$ cat src/verilog/lotrPkg.sv
//==========================================================
// Shared types and sizes for the fabric-to-core ring
// controller. Every RTL block and the testbench import it
//==========================================================
`default_nettype none

package lotrPkg;

    //==========================================================
    // Buffer and field sizes
    //==========================================================
    localparam int ENTRIES_NUM = 4;   // Buffer depth
    localparam int ENTRY_IDX_W = 2;   // Encoded entry index
    localparam int REQUESTOR_W = 10;
    localparam int CORE_ID_W   = 8;   // Also top address field width
    localparam int ADDR_W      = 32;
    localparam int DATA_W      = 32;

    //==========================================================
    // Ring and core opcodes
    //==========================================================
    typedef enum logic [1:0] {
        RD       = 2'b00,
        WR       = 2'b01,
        WR_BCAST = 2'b10,   // Taken by every core
        RD_RSP   = 2'b11
    } tOpcode;

    //==========================================================
    // Buffer entry FSM states
    //==========================================================
    typedef enum logic [2:0] {
        FREE       = 3'd0,
        READ       = 3'd1,  // Read waiting for the core
        WRITE      = 3'd2,  // Write waiting for the core
        READ_PRGRS = 3'd3,  // Read issued, data pending
        READ_RDY   = 3'd4   // Data back, waiting for grant
    } tEntryState;

endpackage

`default_nettype wire

$ cat src/verilog/f2cEgress.sv
//==========================================================
// Output muxes. Turns the oldest picks into the ring
// response and the core request fields
//==========================================================
`timescale 1ns/1ps
`default_nettype none

module f2cEgress
    import lotrPkg::*;
(
    input  wire logic [ENTRIES_NUM-1:0]                 oldestRsp,
    input  wire logic [ENTRIES_NUM-1:0]                 oldestCoreReq,
    input  wire tEntryState [ENTRIES_NUM-1:0]           entryState,
    input  wire logic [ENTRIES_NUM-1:0][REQUESTOR_W-1:0] entryRequestor,
    input  wire logic [ENTRIES_NUM-1:0][ADDR_W-1:0]     entryAddress,
    input  wire logic [ENTRIES_NUM-1:0][DATA_W-1:0]     entryData,
    output logic                                        ringRspValid,
    output logic [REQUESTOR_W-1:0]                      ringRspRequestor,
    output tOpcode                                      ringRspOpcode,
    output logic [ADDR_W-1:0]                           ringRspAddress,
    output logic [DATA_W-1:0]                           ringRspData,
    output logic                                        coreReqValid,
    output tOpcode                                      coreReqOpcode,
    output logic [ADDR_W-1:0]                           coreReqAddress,
    output logic [DATA_W-1:0]                           coreReqData
);

    logic [ENTRY_IDX_W-1:0] rspIdx;
    logic [ENTRY_IDX_W-1:0] coreIdx;

    // One-hot to index
    always_comb begin
        rspIdx  = '0;
        coreIdx = '0;
        for (int i = 0; i < ENTRIES_NUM; i++) begin
            if (oldestRsp[i])     rspIdx  |= ENTRY_IDX_W'(i);
            if (oldestCoreReq[i]) coreIdx |= ENTRY_IDX_W'(i);
        end
    end

    // Ring side, read data going back
    assign ringRspValid     = (entryState[rspIdx] == READ_RDY);
    assign ringRspRequestor = entryRequestor[rspIdx];
    assign ringRspOpcode    = RD_RSP;
    assign ringRspAddress   = entryAddress[rspIdx];
    assign ringRspData      = entryData[rspIdx];

    // Core side, no back-pressure
    assign coreReqValid   = (entryState[coreIdx] == READ) || (entryState[coreIdx] == WRITE);
    assign coreReqOpcode  = (entryState[coreIdx] == READ) ? RD : WR;   // Broadcast is WR
    assign coreReqAddress = entryAddress[coreIdx];
    assign coreReqData    = entryData[coreIdx];

endmodule

`default_nettype wire

$ cat src/verilog/f2cEntry.sv
//==========================================================
// One fabric-to-core buffer entry. Runs the request FSM and
// keeps requestor, address and data until the entry frees
//==========================================================
`timescale 1ns/1ps
`default_nettype none

module f2cEntry
    import lotrPkg::*;
(
    input  wire logic                     qClk,
    input  wire logic                     rst,
    input  wire logic                     allocEn,
    input  wire tOpcode                   allocOpcode,
    input  wire logic [REQUESTOR_W-1:0]   allocRequestor,
    input  wire logic [ADDR_W-1:0]        allocAddress,
    input  wire logic [DATA_W-1:0]        allocData,
    input  wire logic                     rspMatch,
    input  wire logic [DATA_W-1:0]        rspData,
    input  wire logic                     coreIssue,   // Oldest to core this cycle
    input  wire logic                     rspRetire,   // Granted onto the ring
    output tEntryState                    state,
    output logic                          nextFree,
    output logic [REQUESTOR_W-1:0]        requestor,
    output logic [ADDR_W-1:0]             address,
    output logic [DATA_W-1:0]             data
);

    tEntryState nextState;

    //==========================================================
    // Next state
    //==========================================================
    always_comb begin
        nextState = state;   // Hold by default
        case (state)
            FREE: begin
                if (allocEn) begin
                    case (allocOpcode)
                        RD:       nextState = READ;
                        WR:       nextState = WRITE;
                        WR_BCAST: nextState = WRITE;   // Core sees a plain write
                        default:  nextState = FREE;    // Ring RD_RSP is never allocated
                    endcase
                end
            end
            WRITE:      if (coreIssue) nextState = FREE;
            READ:       if (coreIssue) nextState = READ_PRGRS;
            READ_PRGRS: if (rspMatch)  nextState = READ_RDY;
            READ_RDY:   if (rspRetire) nextState = FREE;
            default:    nextState = FREE;
        endcase
    end

    assign nextFree = (nextState == FREE);   // Dealloc tap for age order

    always_ff @(posedge qClk) begin
        if (rst) begin
            state <= FREE;
        end else begin
            state <= nextState;
        end
    end

    //==========================================================
    // Payload
    //==========================================================
    always_ff @(posedge qClk) begin
        if (allocEn) begin
            requestor <= allocRequestor;
            address   <= allocAddress;
        end
        if (allocEn) begin
            data <= allocData;      // Write data
        end else if (rspMatch) begin
            data <= rspData;        // Read data from the core
        end
    end

    allocOnFree: assert property (@(posedge qClk) disable iff (rst) allocEn |-> state == FREE);

endmodule

`default_nettype wire

$ cat src/verilog/f2cIngress.sv
//==========================================================
// Ring request decode for this core. Picks the lowest free
// entry for an accepted beat and steers core read data to
// the lowest waiting entry with the same address
//==========================================================
`timescale 1ns/1ps
`default_nettype none

module f2cIngress
    import lotrPkg::*;
(
    input  wire logic                                 qClk,
    input  wire logic                                 rst,
    input  wire logic [CORE_ID_W-1:0]                 coreId,
    input  wire logic                                 ringReqValid,
    input  wire logic [REQUESTOR_W-1:0]               ringReqRequestor,
    input  wire tOpcode                               ringReqOpcode,
    input  wire logic [ADDR_W-1:0]                    ringReqAddress,
    input  wire logic [DATA_W-1:0]                    ringReqData,
    input  wire tEntryState [ENTRIES_NUM-1:0]         entryState,
    input  wire logic [ENTRIES_NUM-1:0][ADDR_W-1:0]   entryAddress,
    input  wire logic                                 coreRspValid,
    input  wire tOpcode                               coreRspOpcode,
    input  wire logic [ADDR_W-1:0]                    coreRspAddress,
    input  wire logic [DATA_W-1:0]                    coreRspData,
    output logic                                      matchId,
    output logic                                      reqDropped,
    output logic [ENTRIES_NUM-1:0]                    allocEn,
    output tOpcode                                    allocOpcode,
    output logic [REQUESTOR_W-1:0]                    allocRequestor,
    output logic [ADDR_W-1:0]                         allocAddress,
    output logic [DATA_W-1:0]                         allocData,
    output logic [ENTRIES_NUM-1:0]                    rspMatch,
    output logic [DATA_W-1:0]                         rspData
);

    logic [ENTRIES_NUM-1:0] freeVec;
    logic [ENTRIES_NUM-1:0] firstFree;

    // Own core id, or a broadcast write; ring RD_RSP never taken
    assign matchId = ringReqValid && (ringReqOpcode != RD_RSP) &&
                     ((ringReqAddress[ADDR_W-1 -: CORE_ID_W] == coreId) ||
                      (ringReqOpcode == WR_BCAST));

    always_comb begin
        firstFree = '0;
        rspMatch  = '0;
        for (int i = ENTRIES_NUM - 1; i >= 0; i--) begin   // Lowest index wins
            freeVec[i] = (entryState[i] == FREE);
            if (freeVec[i]) begin
                firstFree    = '0;
                firstFree[i] = 1'b1;
            end
            if (coreRspValid && (coreRspOpcode == RD_RSP) &&
                (entryState[i] == READ_PRGRS) &&
                (entryAddress[i] == coreRspAddress)) begin
                rspMatch    = '0;
                rspMatch[i] = 1'b1;
            end
        end
    end

    assign allocEn        = matchId ? firstFree : '0;
    assign allocOpcode    = ringReqOpcode;      // Shared by all entries
    assign allocRequestor = ringReqRequestor;
    assign allocAddress   = ringReqAddress;
    assign allocData      = ringReqData;
    assign rspData        = coreRspData;

    // Buffer full, beat lost
    always_ff @(posedge qClk) begin
        if (rst) begin
            reqDropped <= 1'b0;
        end else begin
            reqDropped <= matchId && !(|freeVec);
        end
    end

    // Core read data always lands on a waiting read
    rspOwned: assert property (@(posedge qClk) disable iff (rst)
        (coreRspValid && coreRspOpcode == RD_RSP) |-> (rspMatch != '0));

endmodule

`default_nettype wire

$ cat src/verilog/f2cTop.sv
//==========================================================
// Fabric-to-core ring controller top. Ingress feeds the
// entry array, age order picks, egress drives ring and core
//==========================================================
`timescale 1ns/1ps
`default_nettype none

module f2cTop
    import lotrPkg::*;
(
    input  wire logic                     qClk,
    input  wire logic                     rst,
    input  wire logic [CORE_ID_W-1:0]     coreId,
    // Ring in
    input  wire logic                     ringReqValid,
    input  wire logic [REQUESTOR_W-1:0]   ringReqRequestor,
    input  wire tOpcode                   ringReqOpcode,
    input  wire logic [ADDR_W-1:0]        ringReqAddress,
    input  wire logic [DATA_W-1:0]        ringReqData,
    // Ring out
    output logic                          ringRspValid,
    output logic [REQUESTOR_W-1:0]        ringRspRequestor,
    output tOpcode                        ringRspOpcode,
    output logic [ADDR_W-1:0]             ringRspAddress,
    output logic [DATA_W-1:0]             ringRspData,
    input  wire logic                     ringRspGrant,
    // Core out
    output logic                          coreReqValid,
    output tOpcode                        coreReqOpcode,
    output logic [ADDR_W-1:0]             coreReqAddress,
    output logic [DATA_W-1:0]             coreReqData,
    // Core in
    input  wire logic                     coreRspValid,
    input  wire tOpcode                   coreRspOpcode,
    input  wire logic [ADDR_W-1:0]        coreRspAddress,
    input  wire logic [DATA_W-1:0]        coreRspData,
    // Status
    output logic                          matchId,
    output logic                          reqDropped
);

    //==========================================================
    // Internal wiring
    //==========================================================
    logic [ENTRIES_NUM-1:0]                  allocEn, rspMatch;
    logic [ENTRIES_NUM-1:0]                  nextFree, maskRsp, maskCore;
    logic [ENTRIES_NUM-1:0]                  oldestRsp, oldestCoreReq, rspRetire;
    tOpcode                                  allocOpcode;
    logic [REQUESTOR_W-1:0]                  allocRequestor;
    logic [ADDR_W-1:0]                       allocAddress;
    logic [DATA_W-1:0]                       allocData, rspData;
    tEntryState [ENTRIES_NUM-1:0]            entryState;
    logic [ENTRIES_NUM-1:0][REQUESTOR_W-1:0] entryRequestor;
    logic [ENTRIES_NUM-1:0][ADDR_W-1:0]      entryAddress;
    logic [ENTRIES_NUM-1:0][DATA_W-1:0]      entryData;

    f2cIngress ingress (
        .qClk, .rst, .coreId,
        .ringReqValid, .ringReqRequestor, .ringReqOpcode, .ringReqAddress, .ringReqData,
        .entryState, .entryAddress,
        .coreRspValid, .coreRspOpcode, .coreRspAddress, .coreRspData,
        .matchId, .reqDropped, .allocEn,
        .allocOpcode, .allocRequestor, .allocAddress, .allocData,
        .rspMatch, .rspData
    );

    // Retire only when the arbiter takes it
    assign rspRetire = oldestRsp & {ENTRIES_NUM{ringRspGrant}};

    for (genvar i = 0; i < ENTRIES_NUM; i++) begin : genEntry
        f2cEntry entry (
            .qClk, .rst,
            .allocEn(allocEn[i]), .allocOpcode, .allocRequestor, .allocAddress, .allocData,
            .rspMatch(rspMatch[i]), .rspData,
            .coreIssue(oldestCoreReq[i]),   // Core always takes it
            .rspRetire(rspRetire[i]),
            .state(entryState[i]), .nextFree(nextFree[i]),
            .requestor(entryRequestor[i]), .address(entryAddress[i]), .data(entryData[i])
        );
        assign maskRsp[i]  = (entryState[i] == READ_RDY);
        assign maskCore[i] = (entryState[i] == READ) || (entryState[i] == WRITE);
    end

    mroOrder order (
        .qClk, .rst, .alloc(allocEn), .dealloc(nextFree),
        .maskRsp, .maskCore, .oldestRsp, .oldestCoreReq
    );

    f2cEgress egress (
        .oldestRsp, .oldestCoreReq,
        .entryState, .entryRequestor, .entryAddress, .entryData,
        .ringRspValid, .ringRspRequestor, .ringRspOpcode, .ringRspAddress, .ringRspData,
        .coreReqValid, .coreReqOpcode, .coreReqAddress, .coreReqData
    );

endmodule

`default_nettype wire

$ cat src/verilog/mroOrder.sv
//==========================================================
// Age matrix over the buffer entries. Reports the oldest
// ready read response and the oldest request for the core
//==========================================================
`timescale 1ns/1ps
`default_nettype none

module mroOrder
    import lotrPkg::*;
(
    input  wire logic                     qClk,
    input  wire logic                     rst,
    input  wire logic [ENTRIES_NUM-1:0]   alloc,       // One-hot new entry
    input  wire logic [ENTRIES_NUM-1:0]   dealloc,     // Free after this edge
    input  wire logic [ENTRIES_NUM-1:0]   maskRsp,     // READ_RDY entries
    input  wire logic [ENTRIES_NUM-1:0]   maskCore,    // READ or WRITE entries
    output logic [ENTRIES_NUM-1:0]        oldestRsp,
    output logic [ENTRIES_NUM-1:0]        oldestCoreReq
);

    // older[i][j] set when entry i came before entry j
    logic [ENTRIES_NUM-1:0][ENTRIES_NUM-1:0] older;

    //==========================================================
    // Matrix update
    //==========================================================
    always_ff @(posedge qClk) begin
        if (rst) begin
            older <= '0;
        end else begin
            for (int i = 0; i < ENTRIES_NUM; i++) begin
                for (int j = 0; j < ENTRIES_NUM; j++) begin
                    if (i == j) begin
                        older[i][j] <= 1'b0;
                    end else if (alloc[j]) begin
                        older[i][j] <= !dealloc[i];   // Survivors older than newcomer
                    end else if (alloc[i]) begin
                        older[i][j] <= 1'b0;          // Newcomer older than nobody
                    end
                end
            end
        end
    end

    //==========================================================
    // Oldest pick, per mask
    //==========================================================
    always_comb begin
        for (int j = 0; j < ENTRIES_NUM; j++) begin
            oldestRsp[j]     = maskRsp[j];
            oldestCoreReq[j] = maskCore[j];
            for (int i = 0; i < ENTRIES_NUM; i++) begin
                if (maskRsp[i] && older[i][j]) begin
                    oldestRsp[j] = 1'b0;      // Someone older is waiting
                end
                if (maskCore[i] && older[i][j]) begin
                    oldestCoreReq[j] = 1'b0;
                end
            end
        end
    end

    rspOneHot:  assert property (@(posedge qClk) disable iff (rst) $onehot0(oldestRsp));
    coreOneHot: assert property (@(posedge qClk) disable iff (rst) $onehot0(oldestCoreReq));

endmodule

`default_nettype wire
$ cat config.mk
export PLATFORM = sky130hd
export DESIGN_NAME = f2cTop
export DESIGN_NICKNAME = d
export VERILOG_FILES = /design/src/verilog/lotrPkg.sv /design/src/verilog/f2cEgress.sv /design/src/verilog/f2cEntry.sv /design/src/verilog/f2cIngress.sv /design/src/verilog/f2cTop.sv /design/src/verilog/mroOrder.sv
export SDC_FILE = /design/constraint.sdc
export NUM_CORES = 1
export LEC_CHECK = 0
export BUFFER_PORTS_ARGS = -buffer_cell sky130_fd_sc_hd__buf_2
export CORE_ASPECT_RATIO = 1.4
export CORE_MARGIN = 2
export CORE_UTILIZATION = 35
export CTS_CLUSTER_SIZE = 10
export DETAILED_ROUTE_END_ITERATION = 12
export PLACE_DENSITY = 0.61
export SYNTH_ARGS = -nofsm -noshare
export SYNTH_HDL_FRONTEND = slang
export SYNTH_SLANG_ARGS = --single-unit
$ cat constraint.sdc
create_clock -name qClk -period 2.9 [get_ports qClk]
set_input_delay 0.145 -clock qClk [delete_from_list [all_inputs] [get_ports qClk]]
set_output_delay 0.145 -clock qClk [all_outputs]
set_load 0.03 [all_outputs]
==> flow_summary.yaml <==
floorplan:
  core-area_um2: 49000
  start_util_pct: 35.4
  dieArea_um2: 51400
  rows: 96
  dieHeight_um: 267
  die_w_um: 192
  ios: 301
placement:
  pre_cts_ws_ns: -0.235
  place_hpwl_um: 47600
  gp_congestion: 0.956
  placed_area_um2: 20200
  port_buffers: 297
  dp.cells: 2729
detailed_routing:
  totalWireLength_um: 85000
  drtIter0Drc: 1627
  firstDrtPassIters: 5
  post-route-drc-count: 0
  routedWlPerCell_um: 28.0
  vias: 17900
  viasPerCell: 5.90
  ant_nets: 0
setup_path:
  ff2ff_setup_slack_ns: 0.06
  path_max_fanout: 8
  path_class: "reg -> out"
  slowest_stage: "dfxtp_4"
  cp_slowest_stage_delay_ns: 0.37
  cp-end-kind: "output port"
  startpoint_type: "flip-flop"
  required_ns: 2.76
  path_cells: "xor2_1 -> a311o_1 -> a221o_2 -> buf_12 -> nand2_8 -> buf_12 -> clkbuf_16 -> nand2_2 -> a31oi_1 -> buf_4"
  crit_top_cell: "buf_12"
  crit_arrival_ns: 2.90
logic_synthesis:
  synth.avg_cell_area_um2: 9.44
  netlist-cell-type-count: 67
  synth_edf_count: 296
  ys_seq_area_share_pct: 54.1
  synth_seq_cells: 321
  synthesis.area_um2: 17300
  ys_warn_count: 0
  syn_inst: 1837
  synthArstFlopShare_pct: 0
  synth-main-ff-cell: "edfxtp_1"
power_and_ir_drop:
  p_int_mw: 8.80
  p_switching_mw: 3.31
  peakVddDrop_v: 0.000401
  p_leak_nw: 10.9
  pwr_density_cell_nw_per_um2: 429
  p_sw_share_pct: 27.3
  sequentialPowerShare_pct: 42.4
  pwr-share-clk_pct: 38.2
  pwr-share-comb_pct: 19.4
grt:
  antenna_found_initial: 3
  grt_pass1_vias: 17700
  grt_overflow: 0
  grt_pass1_wl_um: 114000
  grt_usage_pct: 30.5
  grt_max_degree: 71
clock_network:
  cts.htree.levels: 2
  cts.reportedPaths.clkPinSlew_ns: 0.06
  tritoncts: "done"
  cts.sink_count: 321
  clk_latency_ns: 0.55
  root_buffer: "clkbuf_16"
  cts_buffers: 39
  clock_path_buffers: 3
layout:
  fillers: 3947
  fin_cells: 3037
  final_nets: 2528
  drive_above_1_share_pct: 37.5
  layout_common_cells: "nand2_1, edfxtp_1, buf_2"
  final_common_cell: "nand2_1"
  finish.instance_area_um2: 28200
  utilization_pct: 57.6
  area.growth.synth_to_final_pct: 62.9
run:
  max-cap-violations: 0
status:
  violations: "setup timing"
  status: "finished, violations left"
sta:
  relSlewSlack_pct: 45.9
  finalHoldViolations: 0
  timing.fmax_mhz: 329
  drv_slew: 0
  timing.final.ws_setup_ns: -0.142
  fin_skew_ns: 0.0148
  finalSetupViolations: 87
  period_share_pct: 105
  fin_crit_ns: 3.04
  rsz0062_at_grt: "yes"
  worst_slew_pin_slew_ns: 0.808
min_path:
  hp-class: "in -> reg"
## per-stage QoR
step / setup TNS (ns) / total power, mW / hold WS [ns]
after global routing: -11.78 / 12.4 / 0.0543
after floorplan: 0 / 6.03 / 0.244
after detailed placement: -28.42 / 6.68 / 0.363
after CTS: -5.80 / 11.7 / 0.0280
after global placement: -20.76 / 6.66 / 0.356
final: -4.77 / 12.1 / 0.0473
## worst max-delay path, delay by kind of cell (launching register included)
family	cells	cell delay, ns
AO/OA/AOI/OAI	3	0.91
buffers and inverters	4	0.73
flip-flops	1	0.37
XOR/XNOR	1	0.16
AND/OR/NAND/NOR	2	0.16
## registers in the layout, indices dropped and copies added, names as in the netlist
register,cells
ingress.reqDropped,1
genEntry.entry.requestor,40
genEntry.entry.data,128
genEntry.entry.address,128
genEntry.entry.state,12
order.older,12
## synth_stat cells (14+ instances only)
cell | number | area (um^2)
dfxtp_1 | 25 | 500
a31oi_1 | 140 | 876
a211oi_1 | 65 | 488
nand4_1 | 17 | 106
buf_2 | 42 | 210
clkbuf_1 | 71 | 267
xor2_1 | 97 | 850
buf_1 | 14 | 52.6
o22ai_1 | 74 | 463
nor4_1 | 25 | 156
edfxtp_1 | 296 | 8890
xnor2_1 | 43 | 377
a21oi_1 | 18 | 90.1
nand2_1 | 697 | 2620
nor2_1 | 18 | 67.6
and3_1 | 65 | 407
## power by group through the flow
stage / Sequential [mW] / Combinational [mW] / Clock [mW]
after floorplan: 5.21 / 0.816 / 0
after global placement: 5.22 / 1.44 / 0
after detailed placement: 5.22 / 1.46 / 0
after CTS: 5.12 / 1.95 / 4.67
after global routing: 5.13 / 2.44 / 4.84
final: 5.13 / 2.35 / 4.63
## path summary, 6_finish.rpt
| check | from | end | cells after the start |
|---|---|---|---|
| max | genEntry[1].entry.state[1] | coreReqData[21] | 10 |
| min reg2reg | order.older[12] | order.older[12] | 2 |
| min | rst | genEntry[3].entry.state[1] | 2 |
| max reg2reg | genEntry[3].entry.address[5] | genEntry[3].entry.state[1] | 10 |
## layout make-up
| class | count | area [um^2] | area share [%] |
|---|---|---|---|
| diodes | 1 | 2.50 | 0.00886 |
| clock buffers | 65 | 1100 | 3.91 |
| clock inverters | 5 | 65.1 | 0.230 |
| inverters | 15 | 61.3 | 0.217 |
| multi-input cells | 1373 | 10300 | 36.3 |
| flip-flops and latches | 321 | 9430 | 33.4 |
| well taps | 637 | 797 | 2.82 |
| repair buffers | 620 | 6530 | 23.1 |
## timing repair
item,in CTS,in global routing
cloned,31,20
pin swaps,57,140
endpoints found under the hold margin,297,0
resized for setup,442,389
buffers inserted,50,35
endpoints found under the setup margin,141,208
hold buffers,112,0
## logic make-up (layout without fill, tap and decap cells)
family,Yosys count,count (layout),share of synthesized area (%)
compound gates,339,340,13.1
xor+xnor,141,141,7.16
fa+ha+maj,3,3,0.216
buf+inv,148,705,3.68
flops,321,321,54.1
mux,4,4,0.260
other cells,2,4,0.0433
simple gates,879,882,21.4
## per-layer routing
layer	track usage, %	wire length [um]	up-vias
met5	0	30	-
met4	19.8	7130	4
met3	5.15	6880	344
met2	53.8	42600	1164
met1	33.5	28300	8731
li1	-	-	7669
(Power assumes the default switching activity.)
